**config.mk**
```make
export PLATFORM = sky130hd
export DESIGN_NAME = video_out
export DESIGN_NICKNAME = d
export VERILOG_FILES = /design/src/hw/video_out.sv
export SDC_FILE = /design/constraint.sdc
export NUM_CORES = 1
export LEC_CHECK = 0
export CAP_MARGIN = 10
export CORE_AREA = 4 4 41 43
export DETAILED_ROUTE_END_ITERATION = 10
export DIE_AREA = 0 0 45 47
export DONT_BUFFER_PORTS = 1
export GPL_TIMING_DRIVEN = 1
export PLACE_DENSITY_LB_ADDON = 0.3
export SLEW_MARGIN = 25
export SYNTH_ARGS = -nofsm -noshare
export SYNTH_HDL_FRONTEND = slang
export SYNTH_SLANG_ARGS = --single-unit
export TNS_END_PERCENT = 50
```
**constraint.sdc**
```tcl
create_clock -name sys_clk -period 1.1 [get_ports sys_clk]
set_input_delay 0.22 -clock sys_clk [delete_from_list [all_inputs] [get_ports sys_clk]]
set_output_delay 0.22 -clock sys_clk [all_outputs]
set_load 0.03 [all_outputs]
```
**src/hw/video_out.sv**
```systemverilog
module video_out (
	input  logic       sys_clk,
	input  logic       rst_n,
	input  logic       tv15khz_mode,
	input  logic [2:0] core_r,
	input  logic [2:0] core_g,
	input  logic [1:0] core_b,
	input  logic       core_blankn,
	input  logic       core_hs,
	input  logic       core_vs,
	input  logic       core_csync,
	output logic [5:0] vga_r,
	output logic [5:0] vga_g,
	output logic [5:0] vga_b,
	output logic       vga_hs,
	output logic       vga_vs
);

	logic [2:0] blue3;

	assign blue3 = {core_b, core_b[1]};

	always_ff @(posedge sys_clk) begin
		if (!core_blankn) begin
			vga_r <= '0;
			vga_g <= '0;
			vga_b <= '0;
		end else begin
			vga_r <= {core_r, core_r};	// repeat to fill 6 bits
			vga_g <= {core_g, core_g};
			vga_b <= {blue3, blue3};
		end
	end

	always_ff @(posedge sys_clk or negedge rst_n) begin
		if (!rst_n) begin
			vga_hs <= 1'b0;
			vga_vs <= 1'b0;
		end else if (tv15khz_mode) begin
			vga_hs <= core_csync;	// composite on hs pin
			vga_vs <= 1'b1;
		end else begin
			vga_hs <= core_hs;
			vga_vs <= core_vs;
		end
	end

endmodule

```
==> summary.txt <==
Fmax achieved: 972 MHz
Initial DRT Pass Iterations: 1
Ports: 35
Yosys cell types: 6
grt total ovfl: 0
Die ar.: 2120 sq um
fin crit period: 1030 ps
Core Box Area: 1300 sq um
total routed wirelength: 590 um
endpoints failing hold: 0
Worst-path clk slew: 60 ps
TritonCTS clock tree: built
RSZ-0062 raised after global routing: no
WP buf/inv: 1
routed len/inst: 12.0 um
RD Place Congestion: 0.593
global-route wire length before repair: 834 um
starting density of the core: 0.274
period utilization: 0.935
MaxCap Viol Count: 0
worst-margin pin slew: 289 ps
sequential area share after synthesis: 0.589
Synthesized Nets: 45
root buffer cell: clkbuf_4
CP max stage cell: dfxtp_1
Critical Path RT: 880 ps
nets: 50
Worst Setup End Kind: output port
diode count: 0
hold depth: 1
Syn Inst Count: 30
clock sinks: 10
vias per std cell: 3.67
Synth Register Bits: 10
min-delay src: core_vs
Tot GR Track Use: 0.0612
critical path type: flip-flop to output port
status: finished clean
Top delay family on crit path: flip-flops
Detailed Route Iter0 Violations: 0
Worst Path Arrival: 810 ps
die height: 47 um
Critical Path Source Type: flip-flop
initial antenna violation count: 0
port bufs: 0
Hold Crit Endpoint: vga_vs
top cells by area, synth: dfxtp_1 (45%), buf_4 (21%), and2_1 (14%)
Largest stage delay, worst path: 360 ps
critical-path cell list: buf_12
post-CTS resize count: 0
vias in the first global route: 199
Area Growth Syn to Fin: 19.6%
# rows: 13
Hold Path Class: input port to flip-flop
critical path peak fanout: 4
Pwr Total: 0.000848 W
total negative slack: 0 ps
Slew Limit Fails: 0
Inserted Clock Buffers: 3
DRC Markers: 0
Syn Std Cell Area: 357 sq um
Antenna Nets Post-Route: 0
Post-Syn Area per Cell: 11.9 sq um
Yosys top cell by area: dfxtp_1
Leakage: 0.195 nW
layout cells sized above 1: 0.412
top cell type's share of synthesized area: 0.449
chip width: 45 um
H-tree level count: 1
total number of vias: 180
yosys warns: 0
# setup viols final: 0
pwr/cell area: 1990 nW/um^2
slew margin rel.: 0.807
peak supply drop: 0.571 mV
largest net degree at the start of global routing: 9
clk buf depth: 2
==> how the worst max path moves through the flow <==
stage | startpoint | end | slack (ps) | cells after the start
6_report | vga_b[3] | vga_b[3] | 70 | 1
5_1_grt | vga_b[3] | vga_b[3] | 40 | 1
4_1_cts | vga_b[3] | vga_b[3] | 60 | 1
3_5_place_dp | vga_b[3] | vga_b[3] | 350 | 1
3_3_place_gp | vga_b[3] | vga_b[3] | 350 | 1
2_1_floorplan | vga_b[3] | vga_b[2] | 140 | 1
==> repair_timing <==
item,CTS,global route
setup buffers,0,0
hold buffers,1,0
endpoints found under the hold margin,2,0
==> routing by layer <==
layer  global-route usage  vias to the layer above  wire, um
met5                    0                        -         0
met4               0.0526                        0         0
met3               0.0268                        0        70
met2                0.110                       11       343
met1               0.0508                       79       176
li1                     -                       90         -
==> through the flow <==
stage	utilization	hold slack (ps)	cell area, sq um	cells	worst slack [ps]
3_3_place_gp	0.292	-75.5	380	44	351
5_1_grt	0.328	77.2	427	49	35.6
2_1_floorplan	-	-75.6	357	30	141
6_report	0.328	74.4	427	49	71.5
3_5_place_dp	0.292	-75.5	380	44	346
4_1_cts	0.328	77.2	427	49	63.4
==> where the power goes <==
part | leakage (nW) | internal, W | switching [W] | total [W]
sequential | 0.0886 | 0.000383 | 0.0000171 | 0.000401
combinational | 0.0854 | 0.0000415 | 0.0000865 | 0.000128
clock | 0.0210 | 0.000201 | 0.000119 | 0.000319
==> cell families (layout without fill, tap and decap cells) <==
logic type             count (synthesis)  after routing  share of synthesized area
and+or+nand+nor                        9              9                      0.158
muxes                                  1              1                     0.0421
buffers and inverters                 10             14                      0.211
DFF                                   10             10                      0.589
==> cell usage in the layout, fill, tap and decap left out, drive strengths merged <==
master	n
dfxtp	8
dfrtp	2
mux2	1
buf	9
or2	1
clkbuf	4
dlygate4sd3	1
and2	8
==> cell usage after synthesis <==
library cell	count
or2_1	1
mux2_4	1
dfrtp_1	2
and2_1	8
buf_4	10
dfxtp_1	8
==> flip-flops by register name (all words and copies together) (netlist names) <==
name,count
vga_r,3
vga_vs,1
vga_hs,1
vga_g,3
vga_b,2
==> final cells by class <==
type                       instances  area (sq um)
fill                             142           875
sequential                        10           210
timing repair buffer              10          90.1
multi-input combinational         10          71.3
clock buffer                       4          36.3
tap                               15          18.8
(Power assumes the default switching activity.)
