### config.mk
export PLATFORM = sky130hd
export DESIGN_NAME = sd_dac
export DESIGN_NICKNAME = d
export VERILOG_FILES = /design/src/hw/shell_pkg.sv /design/src/hw/sd_dac.sv
export SDC_FILE = /design/constraint.sdc
export NUM_CORES = 1
export LEC_CHECK = 0
export BUFFER_PORTS_ARGS = -buffer_cell sky130_fd_sc_hd__buf_2
export CAP_MARGIN = 20
export CORE_ASPECT_RATIO = 1.4
export CORE_MARGIN = 2
export CORE_UTILIZATION = 51
export DETAILED_ROUTE_END_ITERATION = 8
export MAX_ROUTING_LAYER = met4
export PLACE_DENSITY = 0.73
export SLEW_MARGIN = 15
export SYNTH_ARGS = -nofsm -noshare
export SYNTH_HDL_FRONTEND = slang
export SYNTH_SLANG_ARGS = --single-unit
### constraint.sdc
create_clock -name sys_clk -period 6.5 [get_ports sys_clk]
set_clock_uncertainty 0.05 [all_clocks]
set_input_delay 1.3 -clock sys_clk [delete_from_list [all_inputs] [get_ports sys_clk]]
set_output_delay 1.3 -clock sys_clk [all_outputs]
set_load 0.02 [all_outputs]
### src/hw/shell_pkg.sv
package shell_pkg;

	localparam int rom_aw_default  = 15;	// byte address, 32 KiB
	localparam int audio_w_default = 16;

	// PS/2 set 2 scancodes
	localparam logic [7:0] key_up     = 8'h75;
	localparam logic [7:0] key_down   = 8'h72;
	localparam logic [7:0] key_left   = 8'h6b;
	localparam logic [7:0] key_right  = 8'h74;
	localparam logic [7:0] key_coin   = 8'h76;	// esc
	localparam logic [7:0] key_start1 = 8'h05;	// f1
	localparam logic [7:0] key_start2 = 8'h06;	// f2
	localparam logic [7:0] key_fire   = 8'h29;	// space

	// Button vector, bit 0 first: up, down, left, right, fire, coin, start1, start2.
	// Joystick bits 3, 2, 1, 0 and 4 feed up, down, left, right and fire.
	localparam int btn_w          = 8;
	localparam int btn_up_bit     = 0;
	localparam int btn_down_bit   = 1;
	localparam int btn_left_bit   = 2;
	localparam int btn_right_bit  = 3;
	localparam int btn_fire_bit   = 4;
	localparam int btn_coin_bit   = 5;
	localparam int btn_start1_bit = 6;
	localparam int btn_start2_bit = 7;

endpackage

### src/hw/sd_dac.sv
module sd_dac
	import shell_pkg::*;
#(
	parameter int AUDIO_W = audio_w_default
) (
	input  logic               sys_clk,
	input  logic               rst_n,
	input  logic [AUDIO_W-1:0] audio_in,
	output logic               audio_out
);

	logic [AUDIO_W:0] acc;

	// first order: keep the residue, carry out is the bit
	always_ff @(posedge sys_clk or negedge rst_n) begin
		if (!rst_n)
			acc <= '0;
		else
			acc <= {1'b0, acc[AUDIO_W-1:0]} + {1'b0, audio_in};
	end

	assign audio_out = acc[AUDIO_W];

endmodule

==> run metrics <==
run status=finished clean; Max VDD drop=around 250 µV; Critical Path Source Type=primary input; Achievable Freq=between 0.3 and 0.4 GHz; Die W=between 40 and 50 µm; Setup crit end kind=flip-flop; GRT Overall Usage=between 10% and 20%; H-tree lvl count=1; Setup Buffers After CTS=0; Mapped Cells=between 100 and 150; share of cells above drive strength 1=~16%; pins over their slew limit=0; grt total ovfl=0; clk buf depth=2; DR vias=937; pwr/cell area=slightly above 500 nW/µm²; Largest register FFs=17; leakage power=between 0.0006 and 0.0007 µW; synthesis-to-finish area growth=11.6%; Slew @ Worst Pin=between 0.3 and 0.4 ns; Port Buffers=18; count of final setup violators=0; root buffer cell=clkbuf_4; Seq/Total Area, Yosys=a little under two fifths; first-pass GRT wire length=around 3700 µm; synth warn=0; library cells used by synthesis=28; CTS-repair resized insts=0; I/O Pins=19; non-filler instance count after layout=160; FFs w/ async S/R, synth=100%; clock latency at the later pin of the worst-skew pair=0.30 ns; Final Cycle Share=45.2%; Synth Net Count=153; critical path class=in -> reg; fin nets=174; Yosys reg bits=17; routability congestion estimate=roughly 0.85; final hold violation count=0; Antenna diodes=0; Core Area=roughly 2200 µm²; Top Registers=acc x17; Vias/cell=slightly below 6; Max-slew headroom=74.2%; post-synthesis cell area=~1200 µm²; placed cells=between 150 and 200; DRT iter0 DRCs=18; Max-Cap Viols=0; die area=roughly 2700 µm²; EDFF count, synth=0; Critical Path Fanout Max=3; final hold slack=approximately 0.43 ns; ys flop type=dfrtp_1; largest net degree at the start of global routing=18; drt first pass iters=4; CP required=about 6.6 ns; CTS tree=done; Finished Cell Area=around 1300 µm²; clk slew on worst S/H paths=approximately 0.1 ns; most frequent cells in the layout=buf_2, dfrtp_1, ha_1, a21oi_1; Area after DPL=~1300 µm²; dpl hpwl=about 1700 µm; minimum clock period=2.94 ns; DRC=0; Routed Antenna Nets=0; CTS Buf Count=3; WP data arrival=a little over 3 ns; post-layout util=between 50 and 60%; synthesized area per cell=just under 10 µm²; Hold WC Path Type=reg -> reg; initial antenna violation count=0; initial core utilization=a little over half; CTS Sinks=17; setup TNS=0 ns; routed length per instance=13.5 µm; most flop-heavy register=acc; most common cell after layout, fill and taps aside=buf_2; unrepaired setup endpoints after global routing=false; cts hold-fix bufs=0; vias in the first global route=about 900; Rows=20; WL final=roughly 2200 µm; die height=around 60 µm
[where the power goes]
group / total, µW / internal, µW / switching, µW
Clock: 58.5 / 23.9 / 34.6
Combinational: 412 / 179 / 232
Sequential: 185 / 167 / 18.3
Total: 655 / 370 / 285
[path summary, 6_finish.rpt]
| check | cells after the start | end | start | slack (ns) |
|---|---|---|---|---|
| worst min-delay path | 1 | acc[0]$_DFF_PN0_ | acc[0]$_DFF_PN0_ | 0.43 |
| max in group asynchronous | 1 | acc[7]$_DFF_PN0_ | rst_n | 5.27 |
| worst max register to register | 7 | acc[16]$_DFF_PN0_ | acc[0]$_DFF_PN0_ | 4.29 |
| worst min register to register | 1 | acc[0]$_DFF_PN0_ | acc[0]$_DFF_PN0_ | 0.43 |
| min in group asynchronous | 1 | acc[15]$_DFF_PN0_ | rst_n | 0.85 |
| worst max-delay path | 8 | acc[16]$_DFF_PN0_ | audio_in[0] | 3.56 |
[metrics by stage]
step	setup WS, ns	total power, µW
after floorplan	3.47	520
after global placement	3.29	588
after detailed placement	3.25	599
after CTS	3.57	660
after global routing	3.49	723
final	3.56	655
[kinds of logic (layout without fill, tap and decap cells)]
family,after synthesis,after routing,share of synthesized area [%]
compound gates,38,38,20.4
simple gates,26,26,10.7
fa+ha+maj,17,17,19.1
flops,17,17,37.0
xor+xnor,14,14,10.7
buf+inv,6,26,2.17
[synth_stat cells, types with 2 or more instances]
| cell type | instances | area share, % |
|---|---|---|
| a21o_1 | 3 | 2.0 |
| a21oi_1 | 15 | 6.5 |
| a31oi_1 | 2 | 1.1 |
| dfrtp_1 | 17 | 37 |
| ha_1 | 16 | 17 |
| inv_1 | 4 | 1.3 |
| nand2_1 | 6 | 2.0 |
| nand2b_1 | 2 | 1.1 |
| nand3_1 | 6 | 2.6 |
| nand4_1 | 2 | 1.1 |
| nor2_1 | 8 | 2.6 |
| o211ai_1 | 2 | 1.3 |
| o21ai_0 | 7 | 3.0 |
| o31ai_1 | 2 | 1.3 |
| xnor2_1 | 6 | 4.6 |
| xor2_1 | 8 | 6.1 |
[final cells by class]
type / count / area [µm²]
Multi-Input combinational cell: 95 / 701
Inverter: 4 / 15.0
Clock buffer: 4 / 26.3
Timing Repair Buffer: 18 / 90.1
Tap cell: 22 / 27.5
Fill cell: 192 / 867
Sequential cell: 17 / 425
[critical path: stages]
cell and delay (ns):
buf_2 0.10, ha_1 0.21, fa_1 0.40, a21o_1 0.22
a311o_1 0.39, a21o_1 0.19, a21oi_2 0.17, o31ai_1 0.09
[routing by layer]
metal  track usage [%]  part of all wire [%]
met1              21.4                    43
met2              33.2                    52
met3              1.81                   3.1
met4              13.4                   2.7
met5                 -                     0
Note: power is estimated with default switching activity, not from simulation.
