`config.mk`:
```
export PLATFORM = sky130hd
export DESIGN_NAME = rom_loader
export DESIGN_NICKNAME = d
export VERILOG_FILES = /design/src/hw/shell_pkg.sv /design/src/hw/rom_loader.sv
export SDC_FILE = /design/constraint.sdc
export NUM_CORES = 1
export LEC_CHECK = 0
export BUFFER_PORTS_ARGS = -buffer_cell sky130_fd_sc_hd__buf_2
export CORE_MARGIN = 10
export CORE_UTILIZATION = 39
export CTS_BUF_LIST = sky130_fd_sc_hd__clkbuf_16
export CTS_CLUSTER_SIZE = 16
export DETAILED_ROUTE_END_ITERATION = 6
export HOLD_SLACK_MARGIN = 0.03
export PLACE_DENSITY = 0.87
export SLEW_MARGIN = 20
export SYNTH_ARGS = -nofsm -noshare
export SYNTH_HDL_FRONTEND = slang
export SYNTH_SLANG_ARGS = --single-unit
```
`constraint.sdc`:
```
create_clock -name sys_clk -period 1.9 [get_ports sys_clk]
set_clock_uncertainty 0.15 [all_clocks]
set_input_delay 0 -clock sys_clk [delete_from_list [all_inputs] [get_ports sys_clk]]
set_output_delay 0 -clock sys_clk [all_outputs]
set_load 0.01 [all_outputs]
```
`src/hw/shell_pkg.sv`:
```
package shell_pkg;

	localparam int rom_aw_default  = 15;	// byte address, 32 KiB
	localparam int audio_w_default = 16;

	// PS/2 set 2 scancodes
	localparam logic [7:0] key_up     = 8'h75;
	localparam logic [7:0] key_down   = 8'h72;
	localparam logic [7:0] key_left   = 8'h6b;
	localparam logic [7:0] key_right  = 8'h74;
	localparam logic [7:0] key_coin   = 8'h76;	// esc
	localparam logic [7:0] key_start1 = 8'h05;	// f1
	localparam logic [7:0] key_start2 = 8'h06;	// f2
	localparam logic [7:0] key_fire   = 8'h29;	// space

	// Button vector, bit 0 first: up, down, left, right, fire, coin, start1, start2.
	// Joystick bits 3, 2, 1, 0 and 4 feed up, down, left, right and fire.
	localparam int btn_w          = 8;
	localparam int btn_up_bit     = 0;
	localparam int btn_down_bit   = 1;
	localparam int btn_left_bit   = 2;
	localparam int btn_right_bit  = 3;
	localparam int btn_fire_bit   = 4;
	localparam int btn_coin_bit   = 5;
	localparam int btn_start1_bit = 6;
	localparam int btn_start2_bit = 7;

endpackage

```
`src/hw/rom_loader.sv`:
```
module rom_loader
	import shell_pkg::*;
#(
	parameter int ROM_AW = rom_aw_default
) (
	input  logic              sys_clk,
	input  logic              rst_n,
	input  logic              ioctl_download,
	input  logic              ioctl_wr,
	input  logic [ROM_AW-1:0] ioctl_addr,
	input  logic [7:0]        ioctl_dout,
	output logic              wr_en,
	output logic [ROM_AW-2:0] wr_addr,
	output logic [1:0]        wr_lane,
	output logic [15:0]       wr_data
);

	logic wr_last;
	logic wr_rise;

	assign wr_rise = ioctl_download & ioctl_wr & ~wr_last;

	always_ff @(posedge sys_clk or negedge rst_n) begin
		if (!rst_n) begin
			wr_last <= 1'b0;
			wr_en   <= 1'b0;
		end else begin
			wr_last <= ioctl_wr;
			wr_en   <= wr_rise;	// single pulse per byte
		end
	end

	always_ff @(posedge sys_clk) begin
		if (wr_rise) begin
			wr_addr <= ioctl_addr[ROM_AW-1:1];
			wr_lane <= {ioctl_addr[0], ~ioctl_addr[0]};	// odd byte -> upper lane
			wr_data <= {ioctl_dout, ioctl_dout};
		end
	end

	// a write always enables at least one byte lane
	assert property (@(posedge sys_clk) disable iff (!rst_n)
		wr_en |-> (wr_lane != 2'b00))
		else $error("rom_loader: write pulse with empty lane mask");

endmodule

```
==> flow_summary.ini, run 1 <==
[power]
power.density_nw_per_um2 = 824
power.total_w = 0.00120
static-leakage-power_nw = 0.647
irDropWorstVdd_mv = 0.525

[outcome]
outcome = finished, final reports clean

[yosys]
ys_warn_count = 0
yosysSeqAreaShare = 0.914
syn-num-nets = 63
synth_cells = 36
synth_seq_cells = 26
yosysUniqueCellTypes = 5
netlist_area_um2 = 843
synth.avg_cell_area_um2 = 23.4

[worst_setup_path]
critPathRequiredTime_ps = 1680
crit_slowest_cell = dfrtp_1
path_class = reg2reg
crit_fanout = 25
cp_slowest_stage_delay_ps = 350
rrSetupSlack_ps = 580
end_kind = register
critPathLaunchType = register
cp_data_arrival_time_ps = 1100
worstPathCellList = and3b_1, buf_4

[floorplan]
die_area_um2 = 4420
ios = 60
start_util = 0.421
rows = 16
die_w_um = 66.5
die_y_um = 66.5
fp.coreArea_um2 = 2000

[cts]
cts.sinks = 26
cts_buffers = 3
path_clk_slew_ps = 60
cts_hold_buf = 26
postCtsSetupBuffers = 0
worstSkewPairLatency_ps = 250
htreeDepth = 1
cts_tree = yes
clockBufferDepth = 2
cts_root_buffer = clkbuf_16
postCtsResizedCells = 0

[global_route]
gr-total-overflow = 0
grt_pass1_wl_um = 3620
grt_start_max_net_pins = 26
antenna_found_initial = 0
grt_pass1_vias = 643
gr-usage-all-layers = 0.111

[sta]
finalHoldViolations = 0
rsz0062_at_grt = no
period_share = 0.697
max_freq_mhz = 755
relSlewSlack = 0.801
fin_crit_ps = 1320
finalSetupViolCount = 0
worstMarginPinSlew_ps = 298
drv_slew = 0
setup_tns_ps = 0

[drt]
drt-initial-drc-count = 15
wl_um = 2440
ant_nets = 0
via_per_inst = 4.03
firstDrtPassIters = 4
detail_route.wl_per_cell_um = 16.8
drc_errors = 0
vias = 585

[finish]
drive_gt1_frac = 0.534
nets = 146
area_growth_pct = 73.0
diodes = 0
layout_commonest_cell = buf_2
n_fill_cell = 124
mostFrequentLayoutCells = buf_2 (59), dlygate4sd3_1 (26), edfxtp_1 (24)

[place]
gp_congestion = 0.758
io_buffers = 59

[hold_path]
hp-class = in2reg

[job]
cap_viol_max_count = 0
## worst max-delay path: cells and delay by family (launching register included)
family	cells	cell delay, ps
flops	1	350
buf+inv	1	290
simple gates	1	200
## per-stage QoR
stage / instances / setup WS [ps] / cell area [um^2] / utilization / hold slack [ps]
after global placement: 115 / 609 / 1120 / 0.559 / -366
after CTS: 145 / 563 / 1460 / 0.729 / 140
after floorplan: 36 / 304 / 843 / - / -446
after global routing: 145 / 522 / 1460 / 0.729 / 162
after detailed placement: 115 / 569 / 1120 / 0.559 / -360
final: 145 / 576 / 1460 / 0.729 / 149
## Yosys cell counts (all sizes together)
cell type  number  area [um^2]
edfxtp         24          721
buf             8         60.1
inv             1         3.75
and3b           1         8.76
dfrtp           2         50.1
## state kept, by name, summed over array words and instances, names as in the netlist
name	count
wr_addr	14
wr_data	8
wr_en	1
wr_lane	2
wr_last	1
## kinds of logic after synthesis
logic type             after synthesis  share of synthesized area
flip-flops                          26                      0.914
AND/OR/NAND/NOR                      1                     0.0104
buffers and inverters                9                     0.0757
## power by group
group / total (W) / switching, W / internal (W) / leakage [nW]
clock: 0.000443 / 0.000162 / 0.000280 / 0.0423
combinational: 0.000109 / 0.0000415 / 0.0000671 / 0.360
sequential: 0.000651 / 0.00000507 / 0.000645 / 0.246
## cell type report
class / count / area (um^2) / share of cell area
clock buffers: 3 / 75.1 / 0.0515
clock inverters: 1 / 3.75 / 0.00257
inverters: 1 / 3.75 / 0.00257
multi-input cells: 1 / 8.76 / 0.00600
flip-flops and latches: 26 / 771 / 0.528
well taps: 27 / 33.8 / 0.0232
repair buffers: 86 / 563 / 0.386
## routing by layer
metal | vias up | GRT usage | part of all wire
met5 | - | 0 | 0
met2 | 42 | 0.185 | 0.45
met4 | 0 | 0.0393 | 0.0045
li1 | 288 | - | -
met3 | 2 | 0.0635 | 0.15
met1 | 253 | 0.113 | 0.39
## worst paths after layout
kind                                      from     endpoint  cells past startpoint
worst min-delay path            ioctl_download        wr_en                      3
min in group asynchronous                rst_n        wr_en                      3
max in group asynchronous                rst_n      wr_last                      3
worst max-delay path                   wr_last  wr_addr[13]                      2
worst max register to register         wr_last  wr_addr[13]                      2
worst min register to register         wr_last        wr_en                      2
(Power assumes the default switching activity.)
==> inputs of run 2 (changes only) <==
- clock period: 1.9 -> 1.31 ns (I/O delays scaled with it)
==> run 2 against run 1 <==
Effect of this change: count of clock-buffer cells in the layout unchanged; sequential cell count stayed put; global-route usage decreased by 0.77 points; via count grew 6.0%; cell area grew 4.3%; power grew 63%; clock power up 93%; sequential power is 45% higher; register-to-register slack worse by 530 ps; worst setup slack got worse by 530 ps; critical path type unchanged; largest power group unchanged.
==> flow_summary.ini, run 2 (same netlist as run 1, synthesis figures left out) <==
[outcome]
outcome = finished, final reports clean

[finish]
reg_top3 = wr_addr x14, wr_data x8, wr_lane x2
mostFrequentLayoutCells = buf_2 (59), dlygate4sd3_1 (26), edfxtp_1 (24)
diodes = 0
area_growth_pct = 80.4
top_register = wr_addr
nets = 147
drive_gt1_frac = 0.555
final_area_um2 = 1520
layout_commonest_cell = buf_2
fin_cells = 146
largest_reg_flops = 14

[sta]
rsz0062_at_grt = no
finalHoldViolations = 0
hold_ws_ps = 65.9
max_freq_mhz = 790
worstMarginPinSlew_ps = 98.4
fin_crit_ps = 1270
worst_slack_ps = 43.8
drv_slew = 0
period_share = 0.967
setup_tns_ps = 0
finalSetupViolCount = 0
relSlewSlack = 0.934

[worst_setup_path]
critPathLaunchType = register
end_kind = register
crit_fanout = 15
cp_data_arrival_time_ps = 1080
worst-path-buf-inv = 1
path_delay_family = flip-flops
crit_slowest_cell = dfrtp_1
worstPathCellList = and3b_4, buf_12
rrSetupSlack_ps = 40
cp_slowest_stage_delay_ps = 350
path_class = reg2reg
critPathRequiredTime_ps = 1130

[drt]
wl_um = 2320
ant_nets = 0
firstDrtPassIters = 4
detail_route.wl_per_cell_um = 15.9
vias = 620
drt-initial-drc-count = 10
via_per_inst = 4.25
drc_errors = 0

[global_route]
grt_pass1_wl_um = 3460
gr-usage-all-layers = 0.103
grt_pass1_vias = 661
gr-total-overflow = 0
grt_start_max_net_pins = 16
antenna_found_initial = 0

[floorplan]
fp.coreArea_um2 = 2000
die_w_um = 66.5
die_area_um2 = 4420
start_util = 0.421
die_y_um = 66.5
ios = 60
rows = 16

[cts]
postCtsResizedCells = 0
clockBufferDepth = 2
cts_tree = yes
cts_buffers = 3
worstSkewPairLatency_ps = 250
postCtsSetupBuffers = 0
cts_hold_buf = 26
path_clk_slew_ps = 60
cts_root_buffer = clkbuf_16
htreeDepth = 1
cts.sinks = 26

[place]
place_area_um2 = 1160
dp_slack_ps = 47.1
gp_congestion = 0.782
place_inst = 116
place_hpwl_um = 1600
io_buffers = 59

[power]
static-leakage-power_nw = 0.665
irDropWorstVdd_mv = 0.945
power.density_nw_per_um2 = 1290

[job]
cap_viol_max_count = 0

[hold_path]
hp-class = in2reg
==> run 2: cell count changes in the layout (fill, tap and decap cells not counted) <==
cell / change
and3b_1: -1
inv_1: -1
buf_4: -1
and3b_4: +1
bufinv_16: +1
buf_12: +2
==> run 2: through the flow <==
step                utilization  power (W)
floorplan                     -   0.000995
global placement          0.578    0.00106
detailed placement        0.578    0.00107
CTS                       0.760    0.00198
global route              0.760    0.00203
finish                    0.760    0.00196
==> run 2: worst reg2reg max path, cell delays in order (launching register included) <==
cell     delay, ps
dfrtp_1        350
and3b_4        320
buf_12         150
==> run 2: cell type report <==
cell class / instances / area (um^2)
Sequential cell: 26 / 771
Clock buffer: 3 / 75.1
Tap cell: 27 / 33.8
Timing Repair Buffer: 87 / 596
Inverter: 1 / 3.75
Fill cell: 122 / 480
Clock inverter: 1 / 30.0
Multi-Input combinational cell: 1 / 12.5
==> run 2: path summary, 6_finish.rpt <==
| path | startpoint | to | cells after the start |
|---|---|---|---|
| worst max register to register | wr_last | wr_addr[9] | 2 |
| worst min-delay path | ioctl_download | wr_en | 3 |
| worst max-delay path | wr_last | wr_addr[9] | 2 |
| max in group asynchronous | rst_n | wr_last | 3 |
| min in group asynchronous | rst_n | wr_en | 3 |
| worst min register to register | wr_last | wr_en | 2 |
==> run 2: power by group <==
group	switching (W)	internal [W]
logic	0.0000612	0.000106
registers	0.00000670	0.000936
clock network	0.000248	0.000606
total	0.000315	0.00165
==> run 2: per-layer routing <==
metal | vias up | part of all wire | GRT usage
met1 | 285 | 0.35 | 0.102
met5 | - | 0 | 0
met2 | 43 | 0.52 | 0.190
met3 | 0 | 0.13 | 0.0485
li1 | 292 | - | -
met4 | 0 | 0 | 0.0236
