===== config.mk =====
export PLATFORM = sky130hd
export DESIGN_NAME = key_mapper
export DESIGN_NICKNAME = d
export VERILOG_FILES = /design/src/hw/shell_pkg.sv /design/src/hw/key_mapper.sv
export SDC_FILE = /design/constraint.sdc
export NUM_CORES = 1
export LEC_CHECK = 0
export BUFFER_PORTS_ARGS = -buffer_cell sky130_fd_sc_hd__buf_2
export CELL_PAD_IN_SITES_DETAIL_PLACEMENT = 2
export CELL_PAD_IN_SITES_GLOBAL_PLACEMENT = 2
export CORE_MARGIN = 2
export CORE_UTILIZATION = 19
export DETAILED_ROUTE_END_ITERATION = 10
export MAX_ROUTING_LAYER = met4
export PLACE_DENSITY_LB_ADDON = 0.1
export REMOVE_ABC_BUFFERS = 1
export SLEW_MARGIN = 20
export SYNTH_ARGS = -nofsm -noshare
export SYNTH_HDL_FRONTEND = slang
export SYNTH_SLANG_ARGS = --single-unit

===== constraint.sdc =====
create_clock -name sys_clk -period 0.9 [get_ports sys_clk]
set_clock_uncertainty 0.15 [all_clocks]
set_input_delay 0.18 -clock sys_clk [delete_from_list [all_inputs] [get_ports sys_clk]]
set_output_delay 0.18 -clock sys_clk [all_outputs]
set_load 0.1 [all_outputs]

===== src/hw/shell_pkg.sv =====
package shell_pkg;

	localparam int rom_aw_default  = 15;	// byte address, 32 KiB
	localparam int audio_w_default = 16;

	// PS/2 set 2 scancodes
	localparam logic [7:0] key_up     = 8'h75;
	localparam logic [7:0] key_down   = 8'h72;
	localparam logic [7:0] key_left   = 8'h6b;
	localparam logic [7:0] key_right  = 8'h74;
	localparam logic [7:0] key_coin   = 8'h76;	// esc
	localparam logic [7:0] key_start1 = 8'h05;	// f1
	localparam logic [7:0] key_start2 = 8'h06;	// f2
	localparam logic [7:0] key_fire   = 8'h29;	// space

	// Button vector, bit 0 first: up, down, left, right, fire, coin, start1, start2.
	// Joystick bits 3, 2, 1, 0 and 4 feed up, down, left, right and fire.
	localparam int btn_w          = 8;
	localparam int btn_up_bit     = 0;
	localparam int btn_down_bit   = 1;
	localparam int btn_left_bit   = 2;
	localparam int btn_right_bit  = 3;
	localparam int btn_fire_bit   = 4;
	localparam int btn_coin_bit   = 5;
	localparam int btn_start1_bit = 6;
	localparam int btn_start2_bit = 7;

endpackage


===== src/hw/key_mapper.sv =====
module key_mapper
	import shell_pkg::*;
(
	input  logic             sys_clk,
	input  logic             rst_n,
	input  logic             key_strobe,
	input  logic             key_pressed,
	input  logic [7:0]       key_code,
	input  logic [7:0]       joystick_0,
	input  logic [7:0]       joystick_1,
	output logic [btn_w-1:0] buttons
);

	logic [btn_w-1:0] key_btn;
	logic [7:0]       joy;
	logic [btn_w-1:0] joy_btn;

	always_ff @(posedge sys_clk or negedge rst_n) begin
		if (!rst_n) begin
			key_btn <= '0;
		end else if (key_strobe) begin
			case (key_code)
				key_up:     key_btn[btn_up_bit]     <= key_pressed;
				key_down:   key_btn[btn_down_bit]   <= key_pressed;
				key_left:   key_btn[btn_left_bit]   <= key_pressed;
				key_right:  key_btn[btn_right_bit]  <= key_pressed;
				key_fire:   key_btn[btn_fire_bit]   <= key_pressed;
				key_coin:   key_btn[btn_coin_bit]   <= key_pressed;
				key_start1: key_btn[btn_start1_bit] <= key_pressed;
				key_start2: key_btn[btn_start2_bit] <= key_pressed;
				default:    ;	// other keys ignored
			endcase
		end
	end

	assign joy = joystick_0 | joystick_1;	// both players share one set

	always_comb begin
		joy_btn                 = '0;
		joy_btn[btn_up_bit]     = joy[3];
		joy_btn[btn_down_bit]   = joy[2];
		joy_btn[btn_left_bit]   = joy[1];
		joy_btn[btn_right_bit]  = joy[0];
		joy_btn[btn_fire_bit]   = joy[4];
	end

	assign buttons = key_btn | joy_btn;

endmodule


==> results of run 1 <==
-- synth_stat cells --
| master | n | area (sq um) |
|---|---|---|
| dfrtp_1 | 8 | 200 |
| mux2_1 | 7 | 78.8 |
| or3_1 | 5 | 31.3 |
| buf_4 | 3 | 22.5 |
| nor4_1 | 3 | 18.8 |
| nand3_1 | 2 | 10.0 |
| nand4_1 | 2 | 12.5 |
| nand4b_1 | 2 | 17.5 |
| nor4b_2 | 2 | 30.0 |
| and3b_1 | 1 | 8.76 |
| and4bb_1 | 1 | 12.5 |
| inv_1 | 1 | 3.75 |
| mux2_2 | 1 | 11.3 |
| nand3b_4 | 1 | 20.0 |
| nor2b_1 | 1 | 6.26 |
| nor3b_2 | 1 | 12.5 |
-- path summary, 6_finish.rpt --
path | from | to
max | key_btn[4] | buttons[4]
min | key_pressed | key_btn[1]
max reg2reg | key_btn[2] | key_btn[2]
min reg2reg | key_btn[1] | key_btn[1]
max in group asynchronous | rst_n | key_btn[7]
min in group asynchronous | rst_n | key_btn[4]
-- per-layer routing --
layer  track usage [%]  wire length [um]  up-vias
met3              4.03               114        2
met5                 -                 0        -
met4              1.22                21        0
met2              20.0               906       19
li1                  -                 -      237
met1              14.3               656      243
-- power by group through the flow --
stage	registers [mW]	logic (mW)	clock network, mW
2_1_floorplan	0.436	0.149	0
3_3_place_gp	0.395	0.306	0
3_5_place_dp	0.395	0.310	0
4_1_cts	0.390	0.401	0.291
5_1_grt	0.393	0.475	0.338
6_report	0.390	0.452	0.300
-- kinds of logic after synthesis --
logic type / count (synthesis) / synth area share [%]
flops: 8 / 40.3
buf+inv: 4 / 5.29
simple gates: 21 / 36.3
mux: 8 / 18.1
-- critical path, delay by kind of cell, from the launching register on --
kind / cells / cell delay [ns]
buffers and inverters: 1 / 0.17
DFF: 1 / 0.39
and+or+nand+nor: 1 / 0.34
-- final cells by class --
type	count	area [sq um]
Timing Repair Buffer	39	410
Tap cell	30	37.5
Sequential cell	8	200
Fill cell	263	1430
Clock buffer	3	22.5
Inverter	1	3.75
Multi-Input combinational cell	29	377
-- what timing repair did --
action / CTS / global route
resized for setup: 44 / 17
cloned: 0 / 0
hold buffers: 1 / 0
setup buffers: 1 / 5
hold endpoints to repair: 8 / 0
setup endpoints to repair: 16 / 16
pin swaps: 5 / 3
-- stage by stage --
stage / cells / util, % / hold WS (ns)
3_5_place_dp: 100 / 29.2 / -0.112
3_3_place_gp: 100 / 29.2 / -0.111
6_report: 110 / 42.4 / 0.117
4_1_cts: 105 / 37.7 / 0.108
5_1_grt: 110 / 42.4 / 0.137
2_1_floorplan: 38 / - / -0.266
==> flow_summary.yaml, run 1 <==
status:
  status: "finished, violations left"
  violations: "setup timing"
clock_network:
  cts_inserted_buffers: 3
  cts_buffer_depth: 2
  cts_root_buf: "clkbuf_4"
  clock_latency_ns: 0.27
  cts_tree: "yes"
  clkSlewWorstSetupHoldPaths_ns: 0.06
  h-tree-depth: 1
  cts_sinks: 8
floorplan:
  core_area_sq_um: 2480
  initial_core_util_pct: 20.1
  die_y_um: 55.1
  pin_count: 36
  rows: 18
  fp.dieArea_sq_um: 3040
  die_x_um: 55.1
yosys:
  synth_area_per_cell_sq_um: 12.1
  yosysWarnings: 0
  synthCells: 41
  ys_seq_area_share_pct: 40.3
  ys_types: 16
  ys_ff_latch: 8
  synth_area_sq_um: 497
timing:
  relSlewSlack_pct: 81.1
  setup_viol: 16
  layout_min_cycle_time_ns: 1.51
  setup_ws_ns: -0.610
  rsz0062_at_grt: "true"
  fin_setup_tns_ns: -5.51
  timing.final.max_slew_violations: 0
  post-route-period-util_pct: 168
  worst_pin_slew_ns: 0.283
  finalHoldViolCount: 0
  max_freq_mhz: 662
worst_hold_path:
  hold_path.class: "input port to register"
  hold_depth: 2
place:
  gp_congestion: 0.710
  placed_cell_area_sq_um: 724
  pre_cts_ws_ns: -0.622
  io_buffers: 29
setup_path:
  startpoint_type: "register"
  end_kind: "primary output"
  worstPathCellList: "or3_4 > buf_12"
  cpMaxStageDelayCell: "dfrtp_1"
  critPathMaxFanout: 2
  slowest_delay_ns: 0.39
  criticalPathCategory: "register to primary output"
  cp.arrival_ns: 1.18
  cp_data_required_time_ns: 0.57
  reg2reg_depth: 2
  r2r_slack_ns: -0.11
routing:
  drt_first_pass_iters: 4
  drc_errors: 0
  vias_per_cell: 4.55
  via_count: 501
  drtAntennaViolNets: 0
  wirelength_um: 1700
  wl_per_cell_um: 15.4
  drtIter0Drc: 6
layout:
  final_common_cell: "buf_2"
  area_growth_pct: 112
  largestRegisters: "key_btn: 8 flops"
  n_antenna_cell: 0
  drive_gt1_share_pct: 77.5
  nets: 110
  final_cell_mix: "buf_2 (15), dfrtp_1 (8), buf_12 (8)"
  largest_reg_flops: 8
  final_cell_area_sq_um: 1050
  regMostFlops: "key_btn"
global_route:
  grt_pass1_vias: 505
  grt_pass1_wl_um: 2410
  grt_antenna_before_repair: 0
  grt_max_degree: 9
  overflow: 0
  grtUsageTotal_pct: 11.9
power:
  p_leak_nw: 0.492
  total_power_mw: 1.14
  power.net_switching_uw: 397
  pwr-share-clk_pct: 26.3
  pwr-share-comb_pct: 39.6
  cell_internal_pwr_uw: 745
  cellPowerDensity_nw_per_um2: 1090
  seqPwrFrac_pct: 34.2
  swShare_pct: 34.7
  ir_worst_vdd_mv: 0.508
run:
  drv_cap: 0
No activity file was read; power rests on OpenSTA's default activity.
==> inputs of run 2 (changes only) <==
--- a/config.mk
+++ b/config.mk
@@ -8,6 +8,7 @@
 export BUFFER_PORTS_ARGS = -buffer_cell sky130_fd_sc_hd__buf_2
 export CELL_PAD_IN_SITES_DETAIL_PLACEMENT = 2
 export CELL_PAD_IN_SITES_GLOBAL_PLACEMENT = 2
+export CORE_ASPECT_RATIO = 1.1
 export CORE_MARGIN = 2
 export CORE_UTILIZATION = 19
 export DETAILED_ROUTE_END_ITERATION = 10
==> run 2 against run 1 <==
Effect of this change:
- core utilization up 0.33 points
- sequential power about the same
- highest routed layer unchanged
- design area up 1.5%
- largest cell class unchanged
- the run still ends with setup timing left
- maximum frequency up 2.2%
==> flow_summary.yaml, run 2 (synthesis results as in run 1) <==
power:
  pwr-share-comb_pct: 40.8
  p_leak_nw: 0.505
  pwr-share-clk_pct: 24.2
  total_power_mw: 1.12
  cell_internal_pwr_uw: 742
  cellPowerDensity_nw_per_um2: 1050
  swShare_pct: 33.6
  power.net_switching_uw: 375
  ir_worst_vdd_mv: 0.632
  seqPwrFrac_pct: 34.9
global_route:
  grt_max_degree: 9
  grt_pass1_wl_um: 2660
  overflow: 0
  grt_antenna_before_repair: 0
  grtUsageTotal_pct: 12.3
  grt_pass1_vias: 588
place:
  pre_cts_ws_ns: -0.648
  place_inst: 104
  hpwl_um: 1170
  io_buffers: 29
  placed_cell_area_sq_um: 748
  gp_congestion: 0.641
layout:
  final_util_pct: 42.8
  largest_reg_flops: 8
  largestRegisters: "key_btn: 8 flops"
  n_antenna_cell: 0
  drive_gt1_share_pct: 78.0
  final_common_cell: "buf_2"
  stdcell_count: 113
  final_cell_area_sq_um: 1070
  area_growth_pct: 115
  regMostFlops: "key_btn"
  nets: 112
  final_cell_mix: "buf_2 (15), dfrtp_1 (8)"
clock_network:
  cts_buffer_depth: 2
  cts_tree: "yes"
  cts_sinks: 8
  clkSlewWorstSetupHoldPaths_ns: 0.06
  clock_latency_ns: 0.25
  cts_root_buf: "clkbuf_4"
  h-tree-depth: 1
  cts_inserted_buffers: 3
timing:
  finalHoldViolCount: 0
  rsz0062_at_grt: "true"
  timing.final.max_slew_violations: 0
  hold_slack_ns: 0.135
  relSlewSlack_pct: 83.0
  post-route-period-util_pct: 164
  layout_min_cycle_time_ns: 1.48
  worst_pin_slew_ns: 0.253
  setup_ws_ns: -0.577
  setup_viol: 16
  max_freq_mhz: 677
  fin_setup_tns_ns: -5.57
status:
  status: "finished, violations left"
  violations: "setup timing"
setup_path:
  criticalPathCategory: "register to primary output"
  cp_data_required_time_ns: 0.57
  r2r-start: "key_btn[5]"
  r2r_end: "key_btn[5]"
  startpoint_type: "register"
  end_kind: "primary output"
  critPathMaxFanout: 2
  reg2reg_depth: 1
  r2r_slack_ns: -0.05
  cp.arrival_ns: 1.15
floorplan:
  pin_count: 36
  rows: 19
  fp.dieArea_sq_um: 3040
  initial_core_util_pct: 19.9
  die_y_um: 57.6
  core_area_sq_um: 2500
  die_x_um: 52.8
run:
  drv_cap: 0
routing:
  wirelength_um: 1710
  drtIter0Drc: 1
  drc_errors: 0
  drt_first_pass_iters: 2
  drtAntennaViolNets: 0
  wl_per_cell_um: 15.1
  vias_per_cell: 4.55
  via_count: 514
worst_hold_path:
  hold_path.class: "input port to asynchronous set/reset pin"
[run 2: changes by cell type in the layout (fill, tap and decap cells not counted), sizes merged]
cell,delta
buf,+1
clkbuf,+1
[run 2: per-layer routing]
layer	track usage (%)	up-vias	share of wire, %
met5	-	-	0
met4	4.40	0	1.0
met3	1.55	2	4.7
met2	21.3	18	54
met1	14.5	254	41
li1	-	240	-
[run 2: how the worst max path moves through the flow]
stage,end,cells past startpoint,from
after floorplan,key_btn[6],1,key_btn[6]
after global placement,key_btn[1],5,key_code[7]
after detailed placement,key_btn[1],5,key_code[7]
after CTS,buttons[1],2,key_btn[1]
after global routing,buttons[1],2,key_btn[1]
final,buttons[1],2,key_btn[1]
[run 2: repair_timing]
item / 4_1_cts / 5_1_grt
endpoints found under the setup margin: 16 / 16
hold buffers: 1 / 0
hold endpoints to repair: 8 / 0
pin swaps: 8 / 1
setup buffers: 5 / 1
resized for setup: 41 / 16
[run 2: final cells by class]
class	count	area, sq um
clock buffer	3	22.5
fill	263	1430
inverter	1	3.75
multi-input combinational	29	393
sequential	8	200
tap	31	38.8
timing repair buffer	41	409
[run 2: worst max-delay path, stage by stage, from the launching register on]
cell and delay, ns:
dfrtp_1 0.38, or3_4 0.34, buf_12 0.17
[run 2: power groups by stage]
stage | clock network, mW | registers (mW) | logic [mW]
final | 0.271 | 0.390 | 0.456
after global placement | 0 | 0.395 | 0.314
after CTS | 0.282 | 0.389 | 0.416
after detailed placement | 0 | 0.395 | 0.316
after global routing | 0.301 | 0.392 | 0.479
after floorplan | 0 | 0.436 | 0.149
